[config.mk]
export PLATFORM = sky130hd
export DESIGN_NAME = tcdm_request_block
export DESIGN_NICKNAME = d
export VERILOG_FILES = /design/src/hdl/tcdm_req_pkg.sv /design/src/hdl/rr_arbiter.sv /design/src/hdl/channel_mux.sv /design/src/hdl/test_and_set.sv /design/src/hdl/tcdm_request_block.sv
export SDC_FILE = /design/constraint.sdc
export NUM_CORES = 1
export LEC_CHECK = 0
export ABC_AREA = 1
export BUFFER_PORTS_ARGS = -buffer_cell sky130_fd_sc_hd__buf_2
export CELL_PAD_IN_SITES_DETAIL_PLACEMENT = 0
export CELL_PAD_IN_SITES_GLOBAL_PLACEMENT = 1
export CORE_AREA = 2 2 222 224
export CTS_CLUSTER_DIAMETER = 40
export DETAILED_ROUTE_END_ITERATION = 16
export DIE_AREA = 0 0 224 226
export GPL_TIMING_DRIVEN = 0
export PLACE_DENSITY_LB_ADDON = 0.12
export SLEW_MARGIN = 25
export SYNTH_ARGS = -nofsm -noshare
export SYNTH_HDL_FRONTEND = slang
export SYNTH_SLANG_ARGS = --single-unit
[constraint.sdc]
create_clock -name clk_i -period 4.6 [get_ports clk_i]
set_input_delay 0 -clock clk_i [delete_from_list [all_inputs] [get_ports clk_i]]
set_output_delay 0 -clock clk_i [all_outputs]
set_load 0.05 [all_outputs]
[src/hdl/tcdm_req_pkg.sv]
package tcdm_req_pkg;

    //////////////////////////////////////////////////////////////////////
    // Widths
    //////////////////////////////////////////////////////////////////////

    // Word address seen by the memory bank
    localparam int unsigned ADDR_WIDTH = 32;

    localparam int unsigned DATA_WIDTH = 32;

    localparam int unsigned BE_WIDTH   = DATA_WIDTH / 8;

    // One-hot master ID, channel 0 in the low bits and channel 1 above
    localparam int unsigned ID_WIDTH   = 8;

    // Data word written by the automatic set store
    localparam logic [DATA_WIDTH-1:0] TS_SET_VALUE = '1;

    //////////////////////////////////////////////////////////////////////
    // Address word
    //////////////////////////////////////////////////////////////////////

    // Decoded view, test-and-set flag sits on top of the word address
    typedef struct packed {
        logic                  ts;
        logic [ADDR_WIDTH-1:0] addr;
    } req_addr_dec_t;

    // Arbiters only move the raw word, the test-and-set stage decodes it
    typedef union packed {
        logic [ADDR_WIDTH:0] raw;
        req_addr_dec_t       dec;
    } req_addr_t;

    //////////////////////////////////////////////////////////////////////
    // Request payloads
    //////////////////////////////////////////////////////////////////////

    // Master side request, wen high means load
    typedef struct packed {
        req_addr_t             addr;
        logic                  wen;
        logic [DATA_WIDTH-1:0] wdata;
        logic [BE_WIDTH-1:0]   be;
        logic [ID_WIDTH-1:0]   id;
    } tcdm_req_t;

    // Memory side request
    typedef struct packed {
        logic [ADDR_WIDTH-1:0] addr;
        logic                  wen;
        logic [DATA_WIDTH-1:0] wdata;
        logic [BE_WIDTH-1:0]   be;
        logic [ID_WIDTH-1:0]   id;
        // High only for the store half of a test-and-set
        logic                  ts_set;
    } mem_req_t;

endpackage

[src/hdl/rr_arbiter.sv]
module rr_arbiter #(
    parameter int unsigned N_MASTER = 4
) (
    input  logic                                   clk_i,
    input  logic                                   rst_n_i,

    // Masters of one channel
    input  logic [N_MASTER-1:0]                    req_i,
    input  tcdm_req_pkg::tcdm_req_t [N_MASTER-1:0] payload_i,
    output logic [N_MASTER-1:0]                    gnt_o,

    // Channel winner towards the channel mux
    output logic                                   req_o,
    output tcdm_req_pkg::tcdm_req_t                payload_o,
    input  logic                                   gnt_i
);

    localparam int unsigned PTR_W = (N_MASTER > 1) ? $clog2(N_MASTER) : 1;
    localparam logic [PTR_W-1:0] LAST_IDX = PTR_W'(N_MASTER - 1);

    // Round-robin pointer, index with the highest priority
    logic [PTR_W-1:0] ptr_q;
    logic [PTR_W-1:0] win_idx;
    logic             xfer;

    //////////////////////////////////////////////////////////////////////
    // Winner selection
    //////////////////////////////////////////////////////////////////////

    // Walk the ring backwards so the closest requester to the pointer
    // is the last one written
    always_comb
    begin : sel_winner
        int unsigned cand;

        win_idx = ptr_q;
        for (int i = N_MASTER - 1; i >= 0; i--)
        begin
            cand = int'(ptr_q) + i;
            if (cand >= N_MASTER)
            begin
                cand = cand - N_MASTER;
            end
            if (req_i[cand])
            begin
                win_idx = PTR_W'(cand);
            end
        end
    end

    assign req_o     = |req_i;
    assign payload_o = payload_i[win_idx];
    assign xfer      = req_o & gnt_i;

    // Grant goes back only to the winner
    always_comb
    begin
        gnt_o          = '0;
        gnt_o[win_idx] = xfer;
    end

    //////////////////////////////////////////////////////////////////////
    // Pointer update
    //////////////////////////////////////////////////////////////////////

    always_ff @(posedge clk_i or negedge rst_n_i)
    begin
        if (!rst_n_i)
        begin
            ptr_q <= '0;
        end
        else if (xfer)
        begin
            // Pointer moves just past the winner, wrapping at the end
            if (win_idx == LAST_IDX)
            begin
                ptr_q <= '0;
            end
            else
            begin
                ptr_q <= win_idx + 1'b1;
            end
        end
    end

    //////////////////////////////////////////////////////////////////////
    // Checks
    //////////////////////////////////////////////////////////////////////

    // At most one master sees a grant per cycle
    assert property (@(posedge clk_i) disable iff (!rst_n_i)
        $onehot0(gnt_o));

    // No grant to a master that is not requesting
    assert property (@(posedge clk_i) disable iff (!rst_n_i)
        (gnt_o & ~req_i) == '0);

endmodule

[src/hdl/channel_mux.sv]
module channel_mux (
    input  logic                    clk_i,
    input  logic                    rst_n_i,

    // Channel 0 winner, cores
    input  logic                    ch0_req_i,
    input  tcdm_req_pkg::tcdm_req_t ch0_payload_i,
    output logic                    ch0_gnt_o,

    // Channel 1 winner, DMA engines
    input  logic                    ch1_req_i,
    input  tcdm_req_pkg::tcdm_req_t ch1_payload_i,
    output logic                    ch1_gnt_o,

    // Towards the test-and-set stage
    output logic                    req_o,
    output tcdm_req_pkg::tcdm_req_t payload_o,
    input  logic                    gnt_i
);

    // Priority flag, low gives channel 0 precedence
    logic prio_ch1_q;
    logic sel_ch1;
    logic both_req;

    assign both_req = ch0_req_i & ch1_req_i;

    // A lone requester always wins, on contention the flag decides
    assign sel_ch1 = ch1_req_i & (~ch0_req_i | prio_ch1_q);

    assign req_o     = ch0_req_i | ch1_req_i;
    assign payload_o = sel_ch1 ? ch1_payload_i : ch0_payload_i;

    assign ch0_gnt_o = gnt_i & ch0_req_i & ~sel_ch1;
    assign ch1_gnt_o = gnt_i & sel_ch1;

    //////////////////////////////////////////////////////////////////////
    // Flag update
    //////////////////////////////////////////////////////////////////////

    // Flag only toggles on a granted transfer under contention
    always_ff @(posedge clk_i or negedge rst_n_i)
    begin
        if (!rst_n_i)
        begin
            prio_ch1_q <= 1'b0;
        end
        else if (both_req && gnt_i)
        begin
            prio_ch1_q <= ~prio_ch1_q;
        end
    end

    //////////////////////////////////////////////////////////////////////
    // Checks
    //////////////////////////////////////////////////////////////////////

    // Both channels are never granted in the same cycle
    assert property (@(posedge clk_i) disable iff (!rst_n_i)
        !(ch0_gnt_o && ch1_gnt_o));

    // Under steady contention the winning channel alternates
    assert property (@(posedge clk_i) disable iff (!rst_n_i)
        (both_req && ch0_gnt_o) ##1 (both_req && gnt_i) |-> ch1_gnt_o);

endmodule

[src/hdl/test_and_set.sv]
module test_and_set (
    input  logic                    clk_i,
    input  logic                    rst_n_i,

    // From the channel mux
    input  logic                    req_i,
    input  tcdm_req_pkg::tcdm_req_t payload_i,
    output logic                    gnt_o,

    // Memory port
    output logic                    mem_req_o,
    output tcdm_req_pkg::mem_req_t  mem_payload_o,
    input  logic                    mem_gnt_i
);

    import tcdm_req_pkg::*;

    // Set store waiting for its memory grant
    logic                  pending_q;
    logic [ADDR_WIDTH-1:0] ts_addr_q;
    logic [ID_WIDTH-1:0]   ts_id_q;

    logic                  ts_load;
    logic                  arm;

    // Flagged load, wen high means load
    assign ts_load = payload_i.addr.dec.ts & payload_i.wen;

    // Upstream is stalled while the set store occupies the port
    assign gnt_o = req_i & mem_gnt_i & ~pending_q;
    assign arm   = gnt_o & ts_load;

    //////////////////////////////////////////////////////////////////////
    // Memory port drive
    //////////////////////////////////////////////////////////////////////

    always_comb
    begin
        if (pending_q)
        begin
            mem_req_o            = 1'b1;
            mem_payload_o.addr   = ts_addr_q;
            mem_payload_o.wen    = 1'b0;
            mem_payload_o.wdata  = TS_SET_VALUE;
            mem_payload_o.be     = '1;
            mem_payload_o.id     = ts_id_q;
            mem_payload_o.ts_set = 1'b1;
        end
        else
        begin
            // Normal pass-through, the flag bit is stripped from the address
            mem_req_o            = req_i;
            mem_payload_o.addr   = payload_i.addr.dec.addr;
            mem_payload_o.wen    = payload_i.wen;
            mem_payload_o.wdata  = payload_i.wdata;
            mem_payload_o.be     = payload_i.be;
            mem_payload_o.id     = payload_i.id;
            mem_payload_o.ts_set = 1'b0;
        end
    end

    //////////////////////////////////////////////////////////////////////
    // Set store sequencing
    //////////////////////////////////////////////////////////////////////

    always_ff @(posedge clk_i or negedge rst_n_i)
    begin
        if (!rst_n_i)
        begin
            pending_q <= 1'b0;
        end
        else if (pending_q)
        begin
            // Leave once memory accepts the set store
            pending_q <= ~mem_gnt_i;
        end
        else
        begin
            pending_q <= arm;
        end
    end

    // Address and ID of the load are replayed by the set store
    always_ff @(posedge clk_i)
    begin
        if (arm)
        begin
            ts_addr_q <= payload_i.addr.dec.addr;
            ts_id_q   <= payload_i.id;
        end
    end

    // A granted flagged load is followed by a set store on the same word
    // with the upstream grant held low
    assert property (@(posedge clk_i) disable iff (!rst_n_i)
        arm |=> (mem_req_o && mem_payload_o.ts_set && !gnt_o
                 && mem_payload_o.addr == $past(payload_i.addr.dec.addr)
                 && mem_payload_o.id == $past(payload_i.id)));

endmodule

[src/hdl/tcdm_request_block.sv]
module tcdm_request_block #(
    parameter int unsigned N_CH0 = 4,
    parameter int unsigned N_CH1 = 2
) (
    input  logic                                clk_i,
    input  logic                                rst_n_i,

    // Channel 0, cores
    input  logic [N_CH0-1:0]                    ch0_req_i,
    input  tcdm_req_pkg::tcdm_req_t [N_CH0-1:0] ch0_payload_i,
    output logic [N_CH0-1:0]                    ch0_gnt_o,

    // Channel 1, DMA engines
    input  logic [N_CH1-1:0]                    ch1_req_i,
    input  tcdm_req_pkg::tcdm_req_t [N_CH1-1:0] ch1_payload_i,
    output logic [N_CH1-1:0]                    ch1_gnt_o,

    // Memory port
    output logic                                mem_req_o,
    output tcdm_req_pkg::mem_req_t              mem_payload_o,
    input  logic                                mem_gnt_i,

    // Response valid routing
    input  logic                                r_valid_i,
    input  logic [tcdm_req_pkg::ID_WIDTH-1:0]   r_id_i,
    output logic [N_CH0-1:0]                    ch0_r_valid_o,
    output logic [N_CH1-1:0]                    ch1_r_valid_o
);

    import tcdm_req_pkg::*;

    // Channel winners
    logic      ch0_win_req;
    tcdm_req_t ch0_win_payload;
    logic      ch0_win_gnt;

    logic      ch1_win_req;
    tcdm_req_t ch1_win_payload;
    logic      ch1_win_gnt;

    // Channel mux to test-and-set
    logic      mux_req;
    tcdm_req_t mux_payload;
    logic      mux_gnt;

    //////////////////////////////////////////////////////////////////////
    // Request path
    //////////////////////////////////////////////////////////////////////

    rr_arbiter #(
        .N_MASTER ( N_CH0 )
    ) i_ch0_arb (
        .clk_i     ( clk_i           ),
        .rst_n_i   ( rst_n_i         ),
        .req_i     ( ch0_req_i       ),
        .payload_i ( ch0_payload_i   ),
        .gnt_o     ( ch0_gnt_o       ),
        .req_o     ( ch0_win_req     ),
        .payload_o ( ch0_win_payload ),
        .gnt_i     ( ch0_win_gnt     )
    );

    rr_arbiter #(
        .N_MASTER ( N_CH1 )
    ) i_ch1_arb (
        .clk_i     ( clk_i           ),
        .rst_n_i   ( rst_n_i         ),
        .req_i     ( ch1_req_i       ),
        .payload_i ( ch1_payload_i   ),
        .gnt_o     ( ch1_gnt_o       ),
        .req_o     ( ch1_win_req     ),
        .payload_o ( ch1_win_payload ),
        .gnt_i     ( ch1_win_gnt     )
    );

    channel_mux i_channel_mux (
        .clk_i         ( clk_i           ),
        .rst_n_i       ( rst_n_i         ),
        .ch0_req_i     ( ch0_win_req     ),
        .ch0_payload_i ( ch0_win_payload ),
        .ch0_gnt_o     ( ch0_win_gnt     ),
        .ch1_req_i     ( ch1_win_req     ),
        .ch1_payload_i ( ch1_win_payload ),
        .ch1_gnt_o     ( ch1_win_gnt     ),
        .req_o         ( mux_req         ),
        .payload_o     ( mux_payload     ),
        .gnt_i         ( mux_gnt         )
    );

    test_and_set i_test_and_set (
        .clk_i         ( clk_i         ),
        .rst_n_i       ( rst_n_i       ),
        .req_i         ( mux_req       ),
        .payload_i     ( mux_payload   ),
        .gnt_o         ( mux_gnt       ),
        .mem_req_o     ( mem_req_o     ),
        .mem_payload_o ( mem_payload_o ),
        .mem_gnt_i     ( mem_gnt_i     )
    );

    //////////////////////////////////////////////////////////////////////
    // Response valid decode
    //////////////////////////////////////////////////////////////////////

    // Channel 1 IDs start right above the channel 0 bits
    assign ch0_r_valid_o = {N_CH0{r_valid_i}} & r_id_i[N_CH0-1:0];
    assign ch1_r_valid_o = {N_CH1{r_valid_i}} & r_id_i[N_CH0 +: N_CH1];

    // Every accepted master request reaches exactly one master grant
    assert property (@(posedge clk_i) disable iff (!rst_n_i)
        (mem_req_o && mem_gnt_i && !mem_payload_o.ts_set)
            |-> $onehot({ch1_gnt_o, ch0_gnt_o}));

endmodule

# Word level (Yosys, flattened, before mapping)
# Cells that the tools add are included.
# totals
reg_bits	45
input_bits	486
out_inout_bits	91
wordCells	100
# classes
n_addsub	12
magnitude_cmp	16
eq_ne	1
mux	38
n_bitwise	22
n_reduce_logical	5
# ops
op	n
2-to-1 mux 78 bit	5
2-to-1 mux 32 bit	6
binary-select mux 78 bit (select 2 bit)	1
less-than comparator 32 x 3 -> 1 bit, second input constant	4
greater-or-equal comparator 32 x 3 -> 1 bit, second input constant	3
subtractor 32 x 3 -> 32 bit, second input constant	3
less-than comparator 32 x 2 -> 1 bit, second input constant	2
greater-or-equal comparator 32 x 2 -> 1 bit, second input constant	1
subtractor 32 x 2 -> 32 bit, second input constant	1
2-to-1 mux 1 bit	15
AND 1 bit	11
2-to-1 mux 2 bit	5
AND 4 bit	2
binary-select mux 1 bit (select 2 bit)	4
adder 2 x 2 -> 3 bit, second input constant	2
NOT 1 bit	5
AND 2 bit	2
OR reduction 4 bit	1
subtractor 2 x 3 -> 4 bit, second input constant	1
adder 2 x 1 -> 3 bit, second input constant	1
greater-or-equal comparator 2 x 3 -> 1 bit, second input constant	1
logical AND 1 bit	3
less-than comparator 2 x 3 -> 1 bit, second input constant	1
subtractor 1 x 2 -> 3 bit, second input constant	1
other kinds (12)	13

# Longest topological paths before layout
# logic_depth
ltp_word	15
depth_mapped	19
depth_no_buf	17

# Hierarchy
# A second synthesis with hierarchy kept.
# unflattened
cells_unflattened	1778
area_unflattened_um2	9057.4
# by_module_without_submodules
module	n_inst	cells_each	area_each_um2	seq_area_each_um2
rr_arbiter at i_ch0_arb	1	999	4544.4	50.0
test_and_set	1	223	2077.0	1226.2
rr_arbiter at i_ch1_arb	1	272	1207.4	25.0
channel_mux	1	272	1183.6	25.0
tcdm_request_block	1	12	45.0	0.0

# Worst setup path after synthesis
# OpenSTA, ideal clock, no wires.
# synth_timing
path_kind	reg2reg
startpoint	register i_ch0_arb.ptr_q[0]
endpoint	register i_test_and_set.ts_addr_q[0], enable pin
setup_ns	0.437
arrival_time_ns	3.365
t_required_ns	4.163
setup_slack_ns	0.798
path_stages_with_launch	19
n_path_buf	3
synth_period_minus_slack_ns	3.802
path_cell_list	dfrtp_1 > buf_6 > inv_4 > nand2_1 > nand2_1 > nand2_1 > nand2_1 > inv_2 > nand2_2 > nand2_2 > nand2_4 > nand2_4 > buf_6 > buf_6 > nand2_1 > nand3_1 > nand3_1 > nand2_1 > nor2_1
# synth_via
elab_chain_len	14
elab_cells_between_ends	32
classes_between	add/sub (7); order compare (4); mux (19); bitwise (2)
# synth_rtl
item	line	rtl
from (decl)	rr_arbiter.sv:22	logic [PTR_W-1:0] ptr_q;
from (signal assigned)	rr_arbiter.sv:81	ptr_q <= win_idx + 1'b1;
adder 2 x 2 -> 3 bit	rr_arbiter.sv:39	cand = int'(ptr_q) + i;
subtractor 32 x 3 -> 32 bit / greater-or-equal comparator 32 x 3 -> 1 bit (equally long branches)	rr_arbiter.sv:42, rr_arbiter.sv:40	
2-to-1 mux 32 bit	rr_arbiter.sv:40	if (cand >= N_MASTER)
binary-select mux 1 bit (select 2 bit)	rr_arbiter.sv:44	if (req_i[cand])
2-to-1 mux 1 bit (not written as such)	rr_arbiter.sv:44	
2-to-1 mux 2 bit (3 in a row)	rr_arbiter.sv:44	
2-to-1 mux 2 bit *	rr_arbiter.sv:44	
binary-select mux 78 bit (select 2 bit) *	rr_arbiter.sv:52	assign payload_o = payload_i[win_idx];
2-to-1 mux 78 bit (not written as such) *	rr_arbiter.sv:52	
2-to-1 mux 78 bit *	channel_mux.sv:32	assign payload_o = sel_ch1 ? ch1_payload_i : ch0_payload_i;
AND 1 bit *	test_and_set.sv:27	assign ts_load = payload_i.addr.dec.ts & payload_i.wen;
AND 1 bit *	test_and_set.sv:31	assign arm = gnt_o & ts_load;
via i_test_and_set.arm	test_and_set.sv:24	logic arm;
to (signal assigned)	test_and_set.sv:88	ts_addr_q <= payload_i.addr.dec.addr;
to (decl)	test_and_set.sv:20	logic [ADDR_WIDTH-1:0] ts_addr_q;
# Mark *: on every way through the listed nets, which the timed path passes. The rest lies on a longest branch. The select of a mux whose other input is x is not followed.
# A chain may end at the register's enable or synchronous reset.

# Worst setup path after layout
# layout_timing
startpoint	register i_ch0_arb.ptr_q[0]
endpoint	register i_test_and_set.ts_id_q[3], enable pin
# layout_via
elab_chain_len	14
elab_cells_between_ends	32
classes_between	add/sub (7); order compare (4); mux (19); bitwise (2)
# layout_rtl
item	line	rtl
adder 2 x 2 -> 3 bit	rr_arbiter.sv:39	
subtractor 32 x 3 -> 32 bit / greater-or-equal comparator 32 x 3 -> 1 bit (equally long branches)	rr_arbiter.sv:42, rr_arbiter.sv:40	
2-to-1 mux 32 bit	rr_arbiter.sv:40	
binary-select mux 1 bit (select 2 bit)	rr_arbiter.sv:44	
2-to-1 mux 1 bit (not written as such)	rr_arbiter.sv:44	
2-to-1 mux 2 bit (3 in a row)	rr_arbiter.sv:44	
2-to-1 mux 2 bit *	rr_arbiter.sv:44	
binary-select mux 78 bit (select 2 bit) *	rr_arbiter.sv:52	
2-to-1 mux 78 bit (not written as such) *	rr_arbiter.sv:52	
2-to-1 mux 78 bit *	channel_mux.sv:32	
AND 1 bit *	test_and_set.sv:27	
AND 1 bit *	test_and_set.sv:31	
via i_test_and_set.arm	test_and_set.sv:24	
to (signal assigned)	test_and_set.sv:89	ts_id_q <= payload_i.id;
to (decl)	test_and_set.sv:21	logic [ID_WIDTH-1:0] ts_id_q;
# Marked as above.

==> results <==
- STA puts the critical path data required time at 4.61 ns.
- Along the worst hold path, the cell count comes to 3.
- The final-report max-slew violation count is 0.
- The global-route usage over all layers is 0.196.
- The number of nets still failing antenna checks after routing is 0.
- Relative to the synthesized area, the layout overhead comes to 60.1%.
- The number of inserted filler cells in the final layout is 5835.
- The first TritonRoute pass finished after 4 iterations.
- The startpoint-to-endpoint class of the critical path is reg -> reg.
- The die covers 50600 µm².
- The end point of the worst hold path is i_test_and_set.ts_addr_q[1].
- The part of the cycle the worst path needs is 0.860.
- The number of clock buffers inserted by TritonCTS is 5.
- The post-route clock skew is 0.00246 ns.
- The ratio of cells with drive above 1 in the final layout is 0.359.
- In this run the cell area of the synthesized design comes to 6480 µm².
- The first global-routing pass estimated 72000 µm of wire.
- At the end of routability-driven placement, the weighted congestion stood at slightly below 0.9.
- Measured on the finished design, the core utilization comes to 0.215.
- After clock tree synthesis, the clock-pin slew on the worst setup and hold paths is approximately 0.070 ns.
- The number of global-route vias before repair is 10600.
- For the pin with the worst max-slew slack, the measured transition is slightly below 1 ns.
- The worst path needs 3.95 ns of the cycle, external delays included.
- Dividing the detail-routed wire length by the instance count gives 21.5 µm.
- The run finished with clean final reports.
- Wires add up to 51900 µm.
- During synthesis, Yosys emitted a total of 0 warnings.
- The HPWL reported at the end of detailed placement is 43400 µm.
- Yosys attributes the largest share of cell area to nand2_1 27%, nand3_1 22%, edfxtp_1 19%.
- The max-slew headroom at the worst pin is 0.341.
- The CTS tree is built.
- The boundary pin count is 577.
- The share of the Yosys chip area taken by registers is 0.205.
- The worst flop-to-flop path endpoint is i_test_and_set.ts_id_q[3].
- The initial utilization of the core area, before any placement, comes to 0.134.
- The highest net fanout along the worst path is 22.
- The number of sinks driven by the clock tree is 45.
- The initial antenna violation count is 16.
- The setup-violating endpoint count in the final report is 0.
- The number of cells produced by synthesis is between 1000 and 1500.
- CTS built an H-tree with a depth of 2.
- The tree is rooted in a clkbuf_16.
- STA puts the critical path data arrival time at approximately 4.0 ns.
- In this run the most critical hold path is launched from ch1_payload_i[124].
- The initialized floorplan defines 81 standard-cell rows.
- During placement, the flow inserted port buffers numbering between 500 and 600.
- After the last flow step, the layout net total stands at 2275.
- The standard cell core area is 48300 µm².
- The worst hold-check path type is in -> reg.
- The total nets after synthesis is between 1500 and 2000.
- Based on the critical path, the design can be clocked at up to 0.253 GHz.
- The detailed router placed between 10000 and 15000 vias in this run.
- In this run the worst setup path begins at i_ch0_arb.ptr_q[0].
- The number of placed instances, taps included, is 2398.
- The reg-to-reg startpoint is i_ch0_arb.ptr_q[0].
- A synthesized cell averages between 5 and 6 µm².
- The residual overflow from global routing is 0.
- The first-iteration detailed-routing DRC count is 440.
- Across all register-to-register paths, the minimum setup slack is 0.65 ns.
- Dividing the detail-routed via count by the number of cells gives 4.25.
- Across the run, the number of max-cap violations was 0.
- STA classifies the critical path startpoint as a flip-flop.
- The detailed-route DRC error count is 0.
- The kind of end point of the critical path is a flip-flop.
- The die height is 226 µm.
- After synthesis the netlist holds a flip-flop and latch count of 45.
- The finished cells cover 10400 µm².
- Counting distinct cell types in the post-synthesis netlist gives 25.
- The largest total area in the synthesized netlist belongs to nand2_1.
- Leaving out filler cells and counting taps, the final layout contains 2417.
- The cell area after placement is 10200 µm².
- The depth of the worst register-to-register path is 16.
- Setup repair after global routing left no endpoint under its margin.
- Post-CTS repair changed the size of 0 cells.
- The insertion delay of the later-clocked pin in the worst-skew pair is 0.30 ns.
- The top cell type's share of synthesized area is 0.273.
- The count of final hold-check violations is 0.
- The maximum count of clock buffers along a single path is 2.
- The die is 224 µm wide.
- The largest net degree at the start of global routing is 23.
worst max path at each step:
stage,slack [ns],end
final,0.65,i_test_and_set.ts_id_q[3]
after global placement,-1.79,i_test_and_set.ts_id_q[6]
after CTS,0.40,i_test_and_set.ts_id_q[5]
after detailed placement,0.42,i_test_and_set.ts_id_q[5]
after global routing,0.23,i_test_and_set.ts_addr_q[26]
after floorplan,0.80,i_test_and_set.ts_addr_q[0]
cell families (layout without fill, tap and decap cells):
kind of cell               after synthesis  count (layout)  synth area share
other                                    0               9                 0
DFF                                     45              45             0.205
xor gates and xnor gates                 1               1           0.00135
adders and majority gates                4               4           0.00773
AOI/OAI and AO/OA                      125             125             0.110
buffers and inverters                  135             720            0.0979
and+or+nand+nor                        891             891             0.578
cell usage after synthesis:
master,n
nand2_4,2
ha_1,4
clkbuf_1,49
nor2_1,129
buf_4,10
xnor2_1,1
dfrtp_1,5
nor4_1,1
nand2_2,2
clkinv_1,1
buf_1,7
a21oi_1,4
inv_4,1
o21ai_1,22
nand3_1,283
inv_1,26
o211ai_1,36
buf_6,7
inv_2,6
edfxtp_1,40
nand3_4,1
o21ai_0,63
nand2_1,471
buf_2,28
nand3b_1,2
cell type report:
type,instances,area [µm²],area share
multi-input combinational,1021,4530,0.437
clock buffer,5,125,0.0121
sequential,45,1330,0.128
inverter,34,130,0.0125
antenna,9,22.5,0.00217
tap,622,778,0.0750
timing repair buffer,577,2910,0.281
buffer,101,505,0.0487
clock inverter,3,41.3,0.00398
layer usage:
layer / track usage / up-vias / part of all wire
li1: - / 5151 / -
met1: 0.228 / 4657 / 0.41
met2: 0.360 / 399 / 0.50
met3: 0.0510 / 44 / 0.072
met4: 0.0437 / 18 / 0.018
met5: 0 / - / 0.0020
critical path: stages, from the launching register on:
cell and delay [ns]:
dfrtp_1 0.37, buf_6 0.15, inv_4 0.09, nand2_1 0.05
nand2_1 0.11, o21ai_0 0.10, nand2_1 0.08, nand2_1 0.05
nand2_1 0.05, nand2_1 0.42, inv_2 0.46, buf_2 0.41
nand3_1 0.12, nand3_1 0.16, nand2_1 0.17, nor2_4 0.57
buf_12 0.27
state kept, by name, summed over array words and instances (netlist names):
name and flops:
i_test_and_set.pending_q 1, i_test_and_set.ts_addr_q 32, i_channel_mux.prio_ch1_q 1, i_ch0_arb.ptr_q 2, i_ch1_arb.ptr_q 1, i_test_and_set.ts_id_q 8
timing repair:
item,4_1_cts,5_1_grt
hold endpoints to repair,6,0
hold buffers,2,0
buffers inserted,0,0
per-stage QoR:
step	hold slack, ns	setup WS, ns	TNS (ns)
5_1_grt	0.0501	0.233	0
4_1_cts	0.0107	0.399	0
6_report	0.0372	0.645	0
3_5_place_dp	-0.170	0.420	0
2_1_floorplan	-0.296	0.798	0
3_3_place_gp	-0.170	-1.79	-71.41
layout by cell type (no fill, tap or decap), drive strengths merged:
master	instances
nor2	129
clkinv	2
ha	4
clkbuf	54
inv	33
diode	9
dlygate4sd3	2
buf	627
a21oi	4
dfrtp	5
nand3b	2
o21ai	85
nand3	284
xnor2	1
bufinv	1
nor4	1
nand2	475
edfxtp	40
clkinvlp	1
o211ai	36
Power is left out: the tool's default activity adds up to more than one toggle a clock period on the data nets, which glitch-free logic cannot reach.
